$ cat src/rtl/sdram_config.svh
`ifndef SDRAM_CONFIG_SVH
`define SDRAM_CONFIG_SVH

// host address split, top bits first
`define SDRAM_ROW_W       12
`define SDRAM_BANK_W      2
`define SDRAM_COL_W       13

// width of the address pins
`define SDRAM_PIN_ADDR_W  13

// request queue entries, power of two
`define SDRAM_FIFO_DEPTH  4

// least cycles from a command to the next one
`define SDRAM_GAP_ACTV    2
`define SDRAM_GAP_ARSR    15  // longest gap, sizes the timer
`define SDRAM_GAP_DEFAULT 3

`endif

$ cat src/rtl/sdram_cmd_pkg.sv
`include "sdram_config.svh"

package sdram_cmd_pkg;

  // opcodes driven on the command pins
  typedef enum logic [2:0] {
    NOOP = 3'd0,
    ACTV = 3'd1,
    READ = 3'd2,
    WRTE = 3'd3,
    PRCH = 3'd4,
    ARSR = 3'd5
  } cmd_op_t;

  typedef logic [`SDRAM_ROW_W-1:0]      row_t;
  typedef logic [`SDRAM_BANK_W-1:0]     bank_t;
  typedef logic [`SDRAM_PIN_ADDR_W-1:0] pin_addr_t;

  // one word on the command pins
  typedef struct packed {
    cmd_op_t   op;
    bank_t     bank;
    pin_addr_t addr;
  } cmd_word_t;

  typedef enum logic {
    IDLE = 1'b0,  // waiting to pick a series
    RUN  = 1'b1   // issuing the loaded series
  } seq_state_t;

endpackage

$ cat src/rtl/host_req_pkg.sv
`include "sdram_config.svh"

package host_req_pkg;

  // row | bank | column, from msb down
  typedef logic [`SDRAM_ROW_W+`SDRAM_BANK_W+`SDRAM_COL_W-1:0] host_addr_t;

  typedef struct packed {
    host_addr_t addr;
    logic       we;   // write when set
  } host_req_t;

endpackage

$ cat src/rtl/req_fifo.sv
`timescale 1ns/1ps
`include "sdram_config.svh"

module req_fifo
(
  input  logic                    CLK,
  input  logic                    RST,
  input  logic                    push,
  input  host_req_pkg::host_req_t req,
  input  logic                    pop,
  output logic                    full,
  output logic                    has_req,
  output host_req_pkg::host_req_t head
);

  localparam int DEPTH = `SDRAM_FIFO_DEPTH;
  localparam int PTR_W = (DEPTH > 1) ? $clog2(DEPTH) : 1;

  host_req_pkg::host_req_t mem [DEPTH];
  logic [PTR_W-1:0]        wr_ptr;
  logic [PTR_W-1:0]        rd_ptr;
  logic [PTR_W:0]          count;
  logic                    do_push;
  logic                    do_pop;

  assign full    = (count == (PTR_W+1)'(DEPTH));
  assign has_req = (count != '0);
  assign head    = mem[rd_ptr];  // oldest entry

  assign do_push = push && !full;  // push while full is lost
  assign do_pop  = pop && has_req;

  always_ff @(posedge CLK)
  begin
    if (do_push)
      mem[wr_ptr] <= req;
  end

  always_ff @(posedge CLK)
  begin
    if (!RST)
    begin
      wr_ptr <= '0;
      rd_ptr <= '0;
      count  <= '0;
    end
    else
    begin
      if (do_push)
        wr_ptr <= wr_ptr + 1'b1;  // wraps, depth is a power of two
      if (do_pop)
        rd_ptr <= rd_ptr + 1'b1;

      case ({do_push, do_pop})
        2'b10:   count <= count + 1'b1;
        2'b01:   count <= count - 1'b1;
        default: count <= count;  // both or neither
      endcase
    end
  end

endmodule

$ cat src/rtl/bank_timer.sv
`timescale 1ns/1ps
`include "sdram_config.svh"

module bank_timer
(
  input  logic                   CLK,
  input  logic                   RST,
  input  logic                   issue,
  input  sdram_cmd_pkg::cmd_op_t op,
  output logic                   ready
);

  // refresh has the longest gap
  localparam int CNT_W = $clog2(`SDRAM_GAP_ARSR + 1);

  logic [CNT_W-1:0]       cnt;      // cycles still to wait
  logic [CNT_W-1:0]       gap;
  sdram_cmd_pkg::cmd_op_t last_op;
  logic                   last_rw;  // last issue was a read or write

  // load one less, the issue cycle counts
  always_comb
  begin
    case (op)
      sdram_cmd_pkg::ACTV: gap = CNT_W'(`SDRAM_GAP_ACTV - 1);
      sdram_cmd_pkg::ARSR: gap = CNT_W'(`SDRAM_GAP_ARSR - 1);
      default:             gap = CNT_W'(`SDRAM_GAP_DEFAULT - 1);
    endcase
  end

  // same read or write may follow at once
  assign ready = (cnt == '0) || (last_rw && (op == last_op));

  always_ff @(posedge CLK)
  begin
    if (!RST)
    begin
      cnt     <= '0;  // already expired
      last_op <= sdram_cmd_pkg::NOOP;
      last_rw <= 1'b0;
    end
    else
    begin
      if (issue)
      begin
        cnt     <= gap;
        last_op <= op;
        last_rw <= (op == sdram_cmd_pkg::READ) || (op == sdram_cmd_pkg::WRTE);
      end
      else if (cnt != '0)
      begin
        cnt <= cnt - 1'b1;
      end
    end
  end

endmodule

$ cat src/rtl/cmd_sequencer.sv
`timescale 1ns/1ps
`include "sdram_config.svh"

module cmd_sequencer
(
  input  logic                     CLK,
  input  logic                     RST,
  input  logic                     has_req,
  input  host_req_pkg::host_req_t  head,
  input  logic                     ref_toggle,
  input  logic                     ready,
  output logic                     pop,
  output sdram_cmd_pkg::cmd_op_t   next_op,
  output logic                     issue,
  output sdram_cmd_pkg::cmd_word_t cmd,
  output logic                     cmd_latched,
  output logic                     page_active
);

  localparam int BANK_LSB = `SDRAM_COL_W;
  localparam int ROW_LSB  = `SDRAM_COL_W + `SDRAM_BANK_W;

  localparam sdram_cmd_pkg::pin_addr_t PRCH_ALL = 'h400;  // a10 set, all banks
  localparam sdram_cmd_pkg::cmd_word_t NOP_WORD = '{op: sdram_cmd_pkg::NOOP,
                                                    bank: '0,
                                                    addr: '0};

  sdram_cmd_pkg::seq_state_t state;
  sdram_cmd_pkg::cmd_op_t    ser [3];   // ser[0] goes out next
  logic [1:0]                steps;     // commands left in series
  host_req_pkg::host_req_t   req_q;
  sdram_cmd_pkg::row_t       open_row;
  sdram_cmd_pkg::bank_t      open_bank;
  logic                      ref_ack;
  logic                      ref_pend;
  sdram_cmd_pkg::row_t       head_row;
  sdram_cmd_pkg::bank_t      head_bank;
  sdram_cmd_pkg::cmd_op_t    head_rw;
  logic                      hit;
  sdram_cmd_pkg::row_t       req_row;
  sdram_cmd_pkg::bank_t      req_bank;
  sdram_cmd_pkg::pin_addr_t  req_col;
  sdram_cmd_pkg::cmd_word_t  word;

  assign ref_pend = ref_ack ^ ref_toggle;  // any edge on the toggle

  assign head_row  = head.addr[ROW_LSB +: `SDRAM_ROW_W];
  assign head_bank = head.addr[BANK_LSB +: `SDRAM_BANK_W];
  assign head_rw   = head.we ? sdram_cmd_pkg::WRTE : sdram_cmd_pkg::READ;
  assign hit       = page_active && (head_row == open_row) && (head_bank == open_bank);

  assign req_row  = req_q.addr[ROW_LSB +: `SDRAM_ROW_W];
  assign req_bank = req_q.addr[BANK_LSB +: `SDRAM_BANK_W];
  assign req_col  = req_q.addr[0 +: `SDRAM_COL_W];

  // refresh takes priority over the queue
  assign pop     = (state == sdram_cmd_pkg::IDLE) && !ref_pend && has_req;
  assign next_op = ser[0];
  assign issue   = (state == sdram_cmd_pkg::RUN) && ready;

  always_comb
  begin
    word    = NOP_WORD;
    word.op = ser[0];
    case (ser[0])
      sdram_cmd_pkg::ACTV:
      begin
        word.bank = req_bank;
        word.addr = {req_row[11:10], 1'b0, req_row[9:0]};  // keep a10 clear
      end
      sdram_cmd_pkg::PRCH:
        word.addr = PRCH_ALL;
      sdram_cmd_pkg::READ,
      sdram_cmd_pkg::WRTE:
      begin
        word.bank = req_bank;
        word.addr = req_col;
      end
      default:
        word.addr = '0;  // refresh carries no address
    endcase
  end

  always_ff @(posedge CLK)
  begin
    if (!RST)
    begin
      state       <= sdram_cmd_pkg::IDLE;
      ser         <= '{sdram_cmd_pkg::NOOP, sdram_cmd_pkg::NOOP, sdram_cmd_pkg::NOOP};
      steps       <= 2'd0;
      ref_ack     <= ref_toggle;  // no refresh owed out of reset
      cmd         <= NOP_WORD;
      cmd_latched <= 1'b0;
      page_active <= 1'b0;
    end
    else
    begin
      cmd         <= NOP_WORD;
      cmd_latched <= 1'b0;
      case (state)
        sdram_cmd_pkg::IDLE:
        begin
          if (ref_pend)
          begin
            ref_ack <= ref_toggle;
            ser     <= '{sdram_cmd_pkg::PRCH, sdram_cmd_pkg::ARSR, sdram_cmd_pkg::NOOP};
            steps   <= 2'd2;
            state   <= sdram_cmd_pkg::RUN;
          end
          else if (has_req)
          begin
            if (hit)
            begin
              ser   <= '{head_rw, sdram_cmd_pkg::NOOP, sdram_cmd_pkg::NOOP};
              steps <= 2'd1;
            end
            else
            begin
              ser   <= '{sdram_cmd_pkg::PRCH, sdram_cmd_pkg::ACTV, head_rw};
              steps <= 2'd3;
            end
            state <= sdram_cmd_pkg::RUN;
          end
        end
        sdram_cmd_pkg::RUN:
        begin
          if (issue)
          begin
            cmd         <= word;
            cmd_latched <= (ser[0] == sdram_cmd_pkg::READ) || (ser[0] == sdram_cmd_pkg::WRTE);
            ser         <= '{ser[1], ser[2], sdram_cmd_pkg::NOOP};
            steps       <= steps - 2'd1;
            if (steps == 2'd1)
              state <= sdram_cmd_pkg::IDLE;  // last command of the series
            if (ser[0] == sdram_cmd_pkg::ACTV)
              page_active <= 1'b1;
            if (ser[0] == sdram_cmd_pkg::PRCH)
              page_active <= 1'b0;
          end
        end
        default:
          state <= sdram_cmd_pkg::IDLE;
      endcase
    end
  end

  // payload, qualified by pop and page_active
  always_ff @(posedge CLK)
  begin
    if (pop)
      req_q <= head;
    if (issue && (ser[0] == sdram_cmd_pkg::ACTV))
    begin
      open_row  <= req_row;
      open_bank <= req_bank;
    end
  end

endmodule

$ cat src/rtl/sdram_ctrl_top.sv
`timescale 1ns/1ps

module sdram_ctrl_top
(
  input  logic                     CLK,
  input  logic                     RST,
  input  logic                     push,
  input  host_req_pkg::host_req_t  req,
  output logic                     full,
  input  logic                     ref_toggle,
  output sdram_cmd_pkg::cmd_word_t cmd,
  output logic                     cmd_latched,
  output logic                     page_active
);

  host_req_pkg::host_req_t head;
  logic                    has_req;
  logic                    pop;
  logic                    issue;
  logic                    ready;
  sdram_cmd_pkg::cmd_op_t  next_op;

  req_fifo req_fifo_i
  (
    .CLK     (CLK),
    .RST     (RST),
    .push    (push),
    .req     (req),
    .pop     (pop),
    .full    (full),
    .has_req (has_req),
    .head    (head)
  );

  cmd_sequencer cmd_sequencer_i
  (
    .CLK         (CLK),
    .RST         (RST),
    .has_req     (has_req),
    .head        (head),
    .ref_toggle  (ref_toggle),
    .ready       (ready),
    .pop         (pop),
    .next_op     (next_op),
    .issue       (issue),
    .cmd         (cmd),
    .cmd_latched (cmd_latched),
    .page_active (page_active)
  );

  bank_timer bank_timer_i
  (
    .CLK   (CLK),
    .RST   (RST),
    .issue (issue),
    .op    (next_op),  // pending command sets the bypass
    .ready (ready)
  );

endmodule

$ cat config.mk
export PLATFORM = sky130hd
export DESIGN_NAME = sdram_ctrl_top
export DESIGN_NICKNAME = d
export VERILOG_FILES = /design/src/rtl/sdram_cmd_pkg.sv /design/src/rtl/host_req_pkg.sv /design/src/rtl/req_fifo.sv /design/src/rtl/bank_timer.sv /design/src/rtl/cmd_sequencer.sv /design/src/rtl/sdram_ctrl_top.sv
export VERILOG_INCLUDE_DIRS = /design/src /design/src/rtl
export SDC_FILE = /design/constraint.sdc
export NUM_CORES = 1
export LEC_CHECK = 0
export BUFFER_PORTS_ARGS = -buffer_cell sky130_fd_sc_hd__buf_2
export CORE_ASPECT_RATIO = 0.5
export CORE_MARGIN = 3
export CORE_UTILIZATION = 54
export CTS_CLUSTER_SIZE = 40
export DETAILED_ROUTE_END_ITERATION = 7
export GPL_TIMING_DRIVEN = 0
export PLACE_DENSITY = 0.74
export SYNTH_ARGS = -nofsm -noshare
export SYNTH_HDL_FRONTEND = slang
export SYNTH_SLANG_ARGS = --single-unit
export TNS_END_PERCENT = 5
$ cat constraint.sdc
create_clock -name CLK -period 2.9 [get_ports CLK]
set_clock_uncertainty 0.05 [all_clocks]
set_input_delay 0.145 -clock CLK [delete_from_list [all_inputs] [get_ports CLK]]
set_output_delay 0.145 -clock CLK [all_outputs]
set_load 0.005 [all_outputs]
# [Yosys cells after proc, flatten, opt, wreduce, memory -nomap -nowiden]
# Memory sizes are Yosys's and may differ from the RTL's. A register that Yosys moved wholly into a read port is not among the register bits.
# Index checks and enable logic that the tools add are counted.
[word_totals] register_bits=89 ramBits=112 output_inout_bits=21 elab_cells=101 n_memories=1
[op_classes] add_sub_neg=6 eq_ne=16 n_mux=30 n_bitwise=2 n_reduce_logical=26
[memory_table] name="req_fifo_i.mem" words=4 width=28 read_ports=1 rd_ports_with_merged_regs=1 wr=1 line_no="req_fifo.sv:19" source="host_req_pkg::host_req_t mem [DEPTH];"
[op_table] operator="case mux 13 bit (3 select lines)" n=1
[op_table] operator="2-to-1 mux 9 bit" n=4
[op_table] operator="case mux 9 bit (2 select lines)" n=1
[op_table] operator="== test 12 bit" n=1
[op_table] operator="2-to-1 mux 1 bit" n=12
[op_table] operator="2-to-1 mux 2 bit" n=6
[op_table] operator="== test 3 bit, second input constant" n=3
[op_table] operator="logical AND 1 bit" n=9
[op_table] operator="2-to-1 mux 4 bit" n=2
[op_table] operator="case mux 4 bit (2 select lines)" n=1
[op_table] operator="== test 3 x 2 -> 1 bit, second input constant" n=2
[op_table] operator="case mux 3 bit (2 select lines)" n=1
[op_table] operator="AND reduction 3 bit" n=2
[op_table] operator="nonzero test 2 bit" n=3
[op_table] operator="adder 2 x 1 -> 2 bit, second input constant" n=2
[op_table] operator="== test 2 x 1 -> 1 bit, second input constant" n=2
[op_table] operator="logical NOT 4 bit" n=1
[op_table] operator="inequality test 2 x 1 -> 1 bit, second input constant" n=2
[op_table] operator="case mux 2 bit (2 select lines)" n=1
[op_table] operator="AND reduction 2 bit" n=2
[op_table] operator="AND reduction 4 bit" n=1
[op_table] operator="nonzero test 4 bit" n=1
[op_table] operator="subtractor 4 x 1 -> 4 bit, second input constant" n=1
[op_table] operator="adder 3 x 1 -> 3 bit, second input constant" n=1
[op_table] operator="other kinds (16)" n=18

# [Logic depth before layout (Yosys ltp)]
# Gate-level depths: netlist (run 1).
[depth] ltp_word=7 ltp_mapped=11 depth_no_buf=10

# [Modules after synthesis]
# Synthesis (run 1) repeated with hierarchy kept, for this count alone.
[hier_totals] cells_unflattened=448 area_unflattened_um2=7726.2
[modules_own_cells] module="req_fifo" instances=1 cells_per_inst=198 area_per_inst_um2=4588.2
[modules_own_cells] module="cmd_sequencer" instances=1 cells_per_inst=205 area_per_inst_um2=2720.1
[modules_own_cells] module="bank_timer" instances=1 cells_per_inst=45 area_per_inst_um2=417.9

# [Least setup slack after synthesis (run 1)]
# No wires, ideal clock.
[synth_timing] path_type="register -> register" from="register cmd_sequencer_i.ref_ack" to="register req_fifo_i.count[2]" setup_time_ns=0.076 arrival_ns=3.013 setup_slack_ns=-0.238 path_stages_with_launch=11 period_less_slack_ns=3.138 path_cell_list="edfxtp_1 -> xor2_1 -> nor2_1 -> and2_1 -> clkbuf_1 -> ha_1 -> inv_1 -> fa_1 -> xor2_1 -> or3_1 -> a21boi_0"
[synth_via] elab_chain_cells=7
[synth_rtl] item="start, declared" line_no="cmd_sequencer.sv:34" source="logic ref_ack;"
[synth_rtl] item="start signal, assigned" line_no="cmd_sequencer.sv:91" source="ref_ack <= ref_toggle;"
[synth_rtl] item="start signal, assigned" line_no="cmd_sequencer.sv:105" source="ref_ack <= ref_toggle;"
[synth_rtl] item="XOR 1 bit (*)" line_no="cmd_sequencer.sv:45" source="assign ref_pend = ref_ack ^ ref_toggle;"
[synth_rtl] item="logical NOT 1 bit (*)" line_no="cmd_sequencer.sv:57" source="assign pop = (state == sdram_cmd_pkg::IDLE) && !ref_pend && has_req;"
[synth_rtl] item="logical AND 1 bit (*) (2 in series)" line_no="cmd_sequencer.sv:57"
[synth_rtl] item="named net cmd_sequencer_i.pop" line_no="cmd_sequencer.sv:12" source="output logic pop,"
[synth_rtl] item="logical AND 1 bit (*)" line_no="req_fifo.sv:31" source="assign do_pop = pop && has_req;"
[synth_rtl] item="== test 2 x 1 -> 1 bit / == test 2 bit (equally long branches)" line_no="req_fifo.sv:54" source="case ({do_push, do_pop})"
[synth_rtl] item="case mux 3 bit (2 select lines) / nonzero test 2 bit (equally long branches)"
[synth_rtl] item="end signal, assigned" line_no="req_fifo.sv:55" source="2'b10: count <= count + 1'b1;"
[synth_rtl] item="end signal, assigned" line_no="req_fifo.sv:56" source="2'b01: count <= count - 1'b1;"
[synth_rtl] item="end signal, assigned" line_no="req_fifo.sv:57" source="default: count <= count;"
[synth_rtl] item="end, declared" line_no="req_fifo.sv:22" source="logic [PTR_W:0] count;"
# The timed path passes the listed nets; every way through them passes the cells marked *.
# A chain may end at the register's enable or synchronous reset.

==> metrics.yaml, run 1 <==
run_status:
  status: "finished clean"
yosys:
  netlist_area_um2: 7780
  syn_inst: 473
  ys_warn_count: 0
  synth_cell_type_count: 49
  async_reset_ff_share_pct: 0
  synth-edff-count: 154
  ys_ff_latch: 202
  syn-num-nets: 514
  ys_seq_area_share_pct: 71.8
  syn_area_per_cell_um2: 16.5
  synthFlopType: "edfxtp_1"
setup_path:
  slowest_delay_ns: 0.38
  cp.arrival_ns: 3.01
  r2r_setup_slack_ns: 0.22
  path_class: "register to register"
  critPathCaptureType: "register"
  crit-reg2reg-capture: "cmd_sequencer_i.ser[1]"
  reg2reg_depth: 8
  required_ns: 3.23
  start_kind: "register"
  cp_slowest_cell: "a2111oi_4"
  path_cells: "buf_2 > clkbuf_4 > mux2i_1 > nor3_1 > a2111oi_4 > nand4_2 > o31a_1 > o21a_1"
  crit_fanout: 10
floorplan:
  rows: 30
  start_util_pct: 56.3
  ios: 53
  core_region_area_um2: 13800
  fp.dieW_um: 176
  die_area_um2: 16000
  chipHeight_um: 90.9
job:
  max_cap_violations: 0
timing:
  hold_viol: 0
  slew_headroom_pct: 41.9
  rsz0062_at_grt: "false"
  post-route-period-util_pct: 92.4
  slew_viol_final: 0
  finalSetupViolCount: 0
  clock.fmax_mhz: 373
  tightest_slew_ns: 0.871
  finalCriticalPeriod_ns: 2.68
  fin_tns_setup_ns: 0
route:
  wl_per_cell_um: 19.0
  vias: 4240
  drt_iter0_markers: 350
  via_per_inst: 5.43
  first_pass_iters: 5
  drcViolationCount: 0
  wl_mm: 14.8
  final_antenna_net_count: 0
global_routing:
  grt_pass1_wl_mm: 23.7
  antenna_found_initial: 0
  globalRouteMet1Util_pct: 28.1
  grt_use_total_pct: 19.1
  grt_pass1_vias: 4295
  grt_overflow: 0
  met2_usage_pct: 30.0
  top_usage_layer: "met2"
  grt_max_degree: 33
  grt.met3_usage_pct: 4.41
worst_hold_path:
  worstHoldStart: "push"
  min_path_cells: 5
  min_to: "req_fifo_i.wr_ptr[0]"
  hold_class: "input pin to register"
clock_network:
  cts-root-buf: "clkbuf_16"
  cts.sinks: 202
  cts_tree: "built"
  postCtsSetupBuffers: 0
  cts.clk_slew.worst_paths_ns: 0.06
  htreeDepth: 1
  cts_buffer_depth: 3
  clkLatencyLatePin_ns: 0.48
  cts_buffers: 19
cells_and_area:
  nets: 617
  syn_to_final_growth_pct: 18.0
  antenna_cells: 0
  drive_gt1_share_pct: 19.5
  design_area_um2: 9190
  fillers: 984
power_and_ir_drop:
  ir_drop_mv: 0.353
  power_density_nw_per_um2: 840
  leakagePower_nw: 3.22
placed_design:
  globalplace.congestion: 0.824
  placed_area_um2: 8290
  port_buffers: 52
  hpwl_mm: 9.17
-- state kept, by name, indices dropped and copies added, names as in the netlist, 2 cells and up, named ones only --
register / count
bank_timer_i.cnt: 4
bank_timer_i.last_op: 3
cmd_sequencer_i.cmd: 18
cmd_sequencer_i.next_op: 3
cmd_sequencer_i.open_bank: 2
cmd_sequencer_i.open_row: 12
cmd_sequencer_i.req_bank: 2
cmd_sequencer_i.req_col: 13
cmd_sequencer_i.req_q: 12
cmd_sequencer_i.ser: 5
cmd_sequencer_i.steps: 2
req_fifo_i.count: 3
req_fifo_i.mem: 112
req_fifo_i.rd_ptr: 2
req_fifo_i.wr_ptr: 2
-- Yosys cell counts (5+ instances only) --
cell,count,area share (%)
nor2b_1,12,0.96
xnor2_1,17,1.9
nor2_1,25,1.2
edfxtp_1,154,59
and2_1,14,1.1
dfxtp_1,48,12
and3_1,5,0.40
nand2_1,18,0.87
o21a_1,5,0.48
a21oi_1,9,0.58
mux4_2,18,5.2
xor2_1,8,0.90
mux2i_1,26,3.3
a22oi_1,14,1.4
ha_1,8,1.3
buf_2,6,0.39
nor3_1,7,0.45
clkbuf_1,13,0.63
nand2b_1,6,0.48
inv_1,12,0.58
-- metal layers --
metal	wire length [um]	part of all wire, %	vias to the layer above
li1	-	-	1994
met1	6580	44	2080
met2	6950	47	149
met3	1170	7.9	17
met4	121	0.82	0
met5	0	0	-
-- where the power goes --
part / internal (mW) / switching [mW]
Combinational: 0.686 / 0.931
Clock: 1.33 / 1.03
Sequential: 3.57 / 0.169
-- logic make-up (layout without fill, tap and decap cells) --
kind of cell,count (synthesis),in the layout,share of synthesized area (%)
xor gates and xnor gates,25,25,2.81
and+or+nand+nor,103,103,7.25
adders and majority gates,9,9,1.54
AOI/OAI and AO/OA,52,52,5.05
muxes,48,48,9.71
buffers and inverters,34,150,1.88
DFF,202,202,71.8
-- cells in the final DEF (no fill, tap or decap), types with 2 or more instances in the layout --
| master | instances |
|---|---|
| and2_1 | 10 |
| o21ai_0 | 3 |
| clkinv_1 | 3 |
| o2bb2ai_1 | 3 |
| mux4_2 | 18 |
| xor2_1 | 8 |
| mux4_1 | 3 |
| a21boi_0 | 4 |
| ha_1 | 8 |
| o21a_1 | 5 |
| edfxtp_1 | 154 |
| dfxtp_1 | 48 |
| mux2i_1 | 26 |
| nor4b_1 | 2 |
| a22oi_1 | 14 |
| nand2_1 | 18 |
| o31ai_1 | 2 |
| clkbuf_1 | 15 |
| clkinv_2 | 5 |
| xnor2_1 | 17 |
| o211ai_1 | 4 |
| clkbuf_16 | 19 |
| a21oi_1 | 9 |
| buf_6 | 2 |
| nor2b_1 | 12 |
| and3_1 | 5 |
| and2_2 | 4 |
| nor3_1 | 7 |
| inv_1 | 12 |
| buf_2 | 57 |
| or3_1 | 3 |
| nor2_1 | 25 |
| nand2b_1 | 6 |
| nand3b_1 | 4 |
| dlygate4sd3_1 | 30 |
-- stage by stage --
stage / hold WS, ns / cells / power (mW) / setup slack [ns] / utilization, %
2_1_floorplan: 0.194 / 473 / 4.91 / 0.257 / -
3_3_place_gp: 0.306 / 717 / 5.32 / -0.116 / 60.0
3_5_place_dp: 0.305 / 717 / 5.37 / -0.208 / 60.0
4_1_cts: 0.304 / 781 / 7.75 / 0.0465 / 66.5
5_1_grt: 0.356 / 781 / 8.09 / 0.00921 / 66.5
6_report: 0.310 / 781 / 7.71 / 0.220 / 66.5
-- final cells by class --
cell class                      count  area (um2)  share of cell area, %
Timing Repair Buffer               82         561                   6.10
Clock inverter                     11        86.3                  0.940
Buffer                             22         111                   1.21
Clock buffer                       23         500                   5.45
Inverter                           12        45.0                  0.490
Tap cell                          192         240                   2.62
Sequential cell                   202        5590                   60.8
Multi-Input combinational cell    237        2060                   22.4
-- critical path, delay by kind of cell (launching register included) --
| family | cells | cell delay [ns] |
|---|---|---|
| buffers and inverters | 2 | 0.59 |
| and+or+nand+nor | 2 | 0.36 |
| muxes | 1 | 0.37 |
| AOI/OAI and AO/OA | 3 | 0.89 |
| DFF | 1 | 0.31 |
-- repair_timing --
item | 4_1_cts | 5_1_grt
resized for setup | 1 | 3
hold buffers | 30 | 0
hold endpoints to repair | 118 | 0
setup endpoints to repair | 1 | 7
-- how the worst max path moves through the flow --
stage	startpoint	to	cells after the start	slack, ns
6_report	register	cmd_sequencer_i.ser[1]	8	0.22
5_1_grt	register	cmd_sequencer_i.steps[1]	8	0.009
4_1_cts	cmd_sequencer_i.ref_ack	req_fifo_i.count[2]	10	0.05
3_5_place_dp	cmd_sequencer_i.ref_ack	req_fifo_i.count[2]	10	-0.21
3_3_place_gp	cmd_sequencer_i.ref_ack	req_fifo_i.count[2]	10	-0.12
2_1_floorplan	cmd_sequencer_i.ref_ack	req_fifo_i.count[2]	10	0.26
Power figures use the tool's default switching activity.
==> inputs of run 2 (changes only) <==
--- a/config.mk
+++ b/config.mk
@@ -6,14 +6,16 @@
 export SDC_FILE = /design/constraint.sdc
 export NUM_CORES = 1
 export LEC_CHECK = 0
+export ABC_AREA = 1
 export BUFFER_PORTS_ARGS = -buffer_cell sky130_fd_sc_hd__buf_2
 export CORE_ASPECT_RATIO = 0.5
 export CORE_MARGIN = 3
-export CORE_UTILIZATION = 54
+export CORE_UTILIZATION = 60
 export CTS_CLUSTER_SIZE = 40
 export DETAILED_ROUTE_END_ITERATION = 7
 export GPL_TIMING_DRIVEN = 0
-export PLACE_DENSITY = 0.74
+export PLACE_DENSITY = 0.78
+export RECOVER_POWER = 50
 export SYNTH_ARGS = -nofsm -noshare
 export SYNTH_HDL_FRONTEND = slang
 export SYNTH_SLANG_ARGS = --single-unit
==> constraint.sdc (replaced) <==
create_clock -name CLK -period 2.6 [get_ports CLK]
set_clock_uncertainty 0.05 [all_clocks]
set_input_delay 0.13 -clock CLK [delete_from_list [all_inputs] [get_ports CLK]]
set_output_delay 0.13 -clock CLK [all_outputs]
set_load 0.005 [all_outputs]
==> run 2 against run 1 <==
Total power rose by 16%. Routed wire length rose by 21%. Sequential cell count did not move. Register-to-register slack got worse by 0.13 ns. Non-clock buffer count rose by 9. Largest power group unchanged. Highest routed layer unchanged.
==> metrics.yaml, run 2 <==
run_status:
  status: "finished clean"
global_routing:
  grt_max_degree: 20
  grt_pass1_wl_mm: 27.7
  antenna_found_initial: 0
  grt_overflow: 0
  grt_pass1_vias: 5272
  grt_use_total_pct: 24.8
cells_and_area:
  antenna_cells: 0
  largest_register_ffs: 112
  drive_gt1_share_pct: 8.43
  layout_common_cells: "edfxtp_1 (154), nand2_1 (128), nor2_1 (65)"
  layout_commonest_cell: "edfxtp_1"
  regMostFlops: "req_fifo_i.mem"
  nets: 812
  syn_to_final_growth_pct: 18.5
  fillers: 783
setup_path:
  crit_fanout: 3
  critPathCaptureType: "register"
  path_buf_inv: 2
  start_kind: "register"
  r2r-start: "cmd_sequencer_i.ref_ack"
  crit-reg2reg-capture: "req_fifo_i.count[2]"
  required_ns: 2.92
  r2r_setup_slack_ns: 0.09
  cp_slowest_cell: "fa_1"
  crit_end: "req_fifo_i.count[2]"
  reg2reg_depth: 11
  cp.arrival_ns: 2.84
  cp-startpoint: "cmd_sequencer_i.ref_ack"
  cp.depth: 11
  critPathTopFamily: "compound AO/OA/AOI/OAI gates"
  path_class: "register to register"
  slowest_delay_ns: 0.41
  path_cells: "xor2_1 > nor2_2 > inv_1 > nor2_4 > ha_1 > inv_1 > fa_1 > a21oi_1 > o21ai_0 > o21ai_0 > a21oi_1"
placed_design:
  globalplace.congestion: 0.828
  place_ws_ns: -0.483
  port_buffers: 52
  hpwl_mm: 11.4
clock_network:
  cts_buffers: 18
  cts_buffer_depth: 3
  clkLatencyLatePin_ns: 0.50
  cts.sinks: 202
  htreeDepth: 1
  cts_tree: "built"
  cts-root-buf: "clkbuf_16"
  cts.clk_slew.worst_paths_ns: 0.07
yosys:
  synth_top_area_share_pct: 59.5
  synth.area.mux_share_pct: 0
  netlist_area_um2: 7780
  synth-edff-count: 154
  synth_cell_type_count: 28
  syn_area_per_cell_um2: 11.7
  synth_top_family_by_area: "simple AND/OR/NAND/NOR gates"
  synthAdderAreaFrac_pct: 1.54
  synth_most_common_cell: "edfxtp_1"
  ys_seq_area_share_pct: 71.8
  yosys.area.top_type: "edfxtp_1"
  synthFlopType: "edfxtp_1"
  netlist_top_cells_area: "edfxtp_1 (59%), dfxtp_1 (12%), nand2_1 (6.1%), nor2_1 (3.4%), o21ai_0 (2.9%)"
  synth_common_cells: "edfxtp_1 (154), nand2_1 (127), nor2_1 (71)"
  syn-num-nets: 704
  async_reset_ff_share_pct: 0
  synthXorXnorAreaFrac_pct: 0.676
  synth-simple-area-share_pct: 13.9
  ys_ff_latch: 202
  synth_compound_area_share_pct: 7.39
  ys_warn_count: 0
  syn_inst: 663
floorplan:
  chipHeight_um: 86.5
  rows: 28
  start_util_pct: 63.6
  ios: 53
  core_region_area_um2: 12200
  die_area_um2: 14400
  fp.dieW_um: 167
job:
  max_cap_violations: 0
worst_hold_path:
  hold_class: "input pin to register"
timing:
  slew_headroom_pct: 34.5
  finalCriticalPeriod_ns: 2.51
  whs_ns: 0.0660
  slew_viol_final: 0
  rsz0062_at_grt: "false"
  fin_tns_setup_ns: 0
  clock.fmax_mhz: 398
  finalSetupViolCount: 0
  tightest_slew_ns: 0.975
  hold_viol: 0
  post-route-period-util_pct: 96.7
  final.setup.worst_slack_ns: 0.0859
power_and_ir_drop:
  power_density_nw_per_um2: 971
  combPwrFrac_pct: 24.2
  p_seq_share_pct: 47.2
  p_clk_share_pct: 28.6
  power.share.switching_pct: 31.8
  leakagePower_nw: 3.48
  ir_drop_mv: 0.617
  p_sw_mw: 2.85
  power.internal_mw: 6.10
route:
  drcViolationCount: 0
  first_pass_iters: 5
  drt_iter0_markers: 674
  via_per_inst: 5.71
  final_antenna_net_count: 0
  vias: 5416
  wl_per_cell_um: 18.9
  wl_mm: 17.9
-- run 2: metal layers --
layer	vias up	GRT usage (%)	wire, um
met1	2582	35.4	7570
met4	0	7.04	399
li1	2509	-	-
met3	42	4.87	1640
met5	-	0	0
met2	283	40.0	8300
-- run 2: power by group through the flow --
| stage | combinational (mW) | clock [mW] | sequential (mW) |
|---|---|---|---|
| floorplan | 1.41 | 0 | 4.21 |
| CTS | 2.14 | 2.56 | 4.21 |
| finish | 2.16 | 2.56 | 4.22 |
| global placement | 1.90 | 0 | 4.27 |
| detailed placement | 2.04 | 0 | 4.28 |
| global route | 2.40 | 2.71 | 4.25 |
-- run 2: per-stage QoR --
stage | std cells | total power [mW] | cell area [um2] | utilization [%]
2_1_floorplan | 663 | 5.62 | 7780 | -
3_3_place_gp | 880 | 6.17 | 8250 | 67.5
3_5_place_dp | 884 | 6.32 | 8390 | 68.6
4_1_cts | 948 | 8.92 | 9270 | 75.8
5_1_grt | 948 | 9.36 | 9210 | 75.3
6_report | 948 | 8.94 | 9210 | 75.3
-- run 2: worst min path at each step --
stage | startpoint | end | slack (ns) | cells past startpoint
2_1_floorplan | ref_toggle | cmd_sequencer_i.ref_ack | 0.18 | 0
3_3_place_gp | ref_toggle | cmd_sequencer_i.ref_ack | 0.29 | 1
3_5_place_dp | ref_toggle | cmd_sequencer_i.ref_ack | 0.29 | 1
4_1_cts | RST | cmd_sequencer_i.ser[4] | 0.05 | 5
5_1_grt | RST | cmd_sequencer_i.cmd[14] | 0.11 | 5
6_report | RST | cmd_sequencer_i.ser[4] | 0.07 | 5
-- run 2: cell families after synthesis --
family | Yosys count
simple gates | 259
flops | 202
compound gates | 102
buf+inv | 85
fa+ha+maj | 9
xor+xnor | 6
-- run 2: worst min-delay path, stage by stage --
cell,delay (ns)
buf_2,0.11
nand2_1,0.10
inv_1,0.13
nand2_1,0.06
nand2_1,0.05
-- run 2: layout make-up --
class | count | area, um2 | share of cell area [%]
multi-input cells | 377 | 1880 | 20.4
clock buffers | 27 | 524 | 5.69
well taps | 165 | 206 | 2.24
repair buffers | 87 | 626 | 6.79
flip-flops and latches | 202 | 5590 | 60.6
clock inverters | 5 | 36.3 | 0.394
inverters | 59 | 221 | 2.40
plain buffers | 26 | 134 | 1.45
-- run 2: repair_timing --
item                       4_1_cts  5_1_grt
hold buffers                    30        0
setup endpoints to repair        2        1
cloned                           1        0
hold endpoints to repair       114        0
gates resized for setup          0        3
buffers inserted                 1        0
pin swaps                        1        1
==> inputs of run 3 (changes only) <==
--- a/config.mk
+++ b/config.mk
@@ -14,7 +14,7 @@
 export CTS_CLUSTER_SIZE = 40
 export DETAILED_ROUTE_END_ITERATION = 7
 export GPL_TIMING_DRIVEN = 0
-export PLACE_DENSITY = 0.78
+export PLACE_DENSITY = 0.89
 export RECOVER_POWER = 50
 export SYNTH_ARGS = -nofsm -noshare
 export SYNTH_HDL_FRONTEND = slang
==> run 3 against run 2 <==
The flow now finishes with violations (DRC, setup timing). Register-to-register slack got worse by 0.12 ns. Critical path depth fell by 1. Sequential power barely moved.
==> metrics.yaml, run 3 (same netlist as run 2, synthesis figures left out) <==
run_status:
  status: "finished, violations left"
  violations: "DRC, setup timing"
route:
  wl_mm: 20.4
  wl_met1_mm: 7.33
  drcViolationCount: 1
  drt_iter0_markers: 929
  vias: 5857
  final_antenna_net_count: 0
  wl_per_cell_um: 21.5
  wl_met3_mm: 2.57
  top_layer: "met4"
  first_pass_iters: 8
  wl_met2_mm: 9.47
  via_per_inst: 6.18
cells_and_area:
  layout_commonest_cell: "edfxtp_1"
  regMostFlops: "req_fifo_i.mem"
  syn_to_final_growth_pct: 18.4
  drive_gt1_share_pct: 9.23
  layoutNonFillerInstCount: 947
  largest_register_ffs: 112
  nets: 809
  layout_common_cells: "edfxtp_1 (154), nand2_1 (128), nor2_1 (65)"
clock_network:
  cts_buffer_depth: 3
  cts.clk_slew.worst_paths_ns: 0.07
  htreeDepth: 1
  cts_buffers: 18
  cts_tree: "built"
  cts-root-buf: "clkbuf_16"
  cts.sinks: 202
  clkLatencyLatePin_ns: 0.48
placed_design:
  hpwl_mm: 11.1
  globalplace.congestion: 0.894
  port_buffers: 52
  place_ws_ns: -0.473
  dp.cells: 881
floorplan:
  rows: 28
  core_region_area_um2: 12200
  die_area_um2: 14400
  ios: 53
  start_util_pct: 63.6
  chipHeight_um: 86.5
  fp.dieW_um: 167
setup_path:
  r2r_setup_slack_ns: -0.04
  start_kind: "register"
  cp_slowest_cell: "edfxtp_1"
  crit_fanout: 3
  crit_end: "req_fifo_i.count[2]"
  slowest_delay_ns: 0.40
  critPathCaptureType: "register"
  required_ns: 2.93
  crit-reg2reg-capture: "req_fifo_i.count[2]"
  path_class: "register to register"
  r2r-start: "cmd_sequencer_i.ref_ack"
  path_cells: "xor2_1 > nor2_2 > inv_2 > nor2_4 > ha_1 > inv_1 > fa_1 > o21ai_0 > o21ai_1 > a21oi_1"
  reg2reg_depth: 10
  cp.arrival_ns: 2.97
  cp-startpoint: "cmd_sequencer_i.ref_ack"
global_routing:
  grt_pass1_vias: 5629
  grt_max_degree: 29
  grt_overflow: 0
  grt_use_total_pct: 27.9
  grt_pass1_wl_mm: 30.9
  antenna_found_initial: 1
timing:
  fin_tns_setup_ns: -0.0355
  tightest_slew_ns: 1.05
  slew_viol_final: 0
  clock.fmax_mhz: 379
  slew_headroom_pct: 30.1
  post-route-period-util_pct: 101
  finalSetupViolCount: 1
  hold_viol: 0
  final.setup.worst_slack_ns: -0.0355
  finalCriticalPeriod_ns: 2.64
job:
  max_cap_violations: 0
power_and_ir_drop:
  leakagePower_nw: 3.50
  ir_drop_mv: 0.560
  power_density_nw_per_um2: 1010
worst_hold_path:
  hold_class: "input pin to register"
  min_path_cells: 5
[run 3: changes by cell type in the layout (fill, tap and decap cells not counted), sizes merged]
cell | before | now
clkbuf | 84 | 76
buf | 26 | 29
clkinvlp | 0 | 2
diode | 0 | 2
bufinv | 0 | 1
clkinv | 5 | 4
dlygate4sd3 | 30 | 29
inv | 59 | 60
[run 3: what timing repair did]
action	4_1_cts	5_1_grt
buffers inserted	1	1
gates resized for setup	1	3
hold buffers	29	0
pin swaps	1	0
setup endpoints to repair	2	1
gates cloned	1	0
endpoints found under the hold margin	113	0
[run 3: area by class of cell]
class | instances | area [um2]
inverter | 59 | 221
multi-input combinational | 377 | 1870
timing repair buffer | 84 | 548
clock inverter | 8 | 72.6
fill | 658 | 3020
buffer | 26 | 134
tap | 165 | 206
antenna | 2 | 5.00
sequential | 202 | 5590
clock buffer | 24 | 558
[run 3: where the power goes]
group          internal (mW)  switching (mW)  total [mW]
combinational          0.663            1.60        2.27
sequential              4.01           0.237        4.25
clock                   1.62            1.18        2.80
[run 3: how the worst min path moves through the flow]
stage | endpoint | slack (ns) | start
2_1_floorplan | cmd_sequencer_i.ref_ack | 0.18 | ref_toggle
3_5_place_dp | cmd_sequencer_i.ref_ack | 0.29 | ref_toggle
6_report | cmd_sequencer_i.cmd[16] | 0.07 | RST
5_1_grt | req_fifo_i.wr_ptr[0] | 0.1 | push
4_1_cts | cmd_sequencer_i.ser[4] | 0.05 | RST
3_3_place_gp | cmd_sequencer_i.ref_ack | 0.29 | ref_toggle
[run 3: metal layers]
layer  vias to the layer above  GRT usage [%]
met5                         -              0
met4                         0           10.7
met3                       110           6.24
met2                       521           47.2
met1                      2725           36.1
li1                       2501              -
[run 3: metrics by stage]
step           hold WS (ns)  cell area [um2]  util, %  power [mW]
6_report             0.0728             9210     75.3        9.32
5_1_grt              0.0974             9200     75.3        9.62
4_1_cts              0.0481             9240     75.6        9.16
3_5_place_dp          0.295             8310     67.9        6.28
3_3_place_gp          0.286             8250     67.5        6.12
2_1_floorplan         0.179             7780        -        5.62
[run 3: critical path: cells and delay by family (launching register included)]
| kind | cells | cell delay [ns] |
|---|---|---|
| compound gates | 3 | 0.72 |
| flops | 1 | 0.40 |
| buf+inv | 2 | 0.23 |
| simple gates | 2 | 0.35 |
| xor+xnor | 1 | 0.19 |
| fa+ha+maj | 2 | 0.58 |
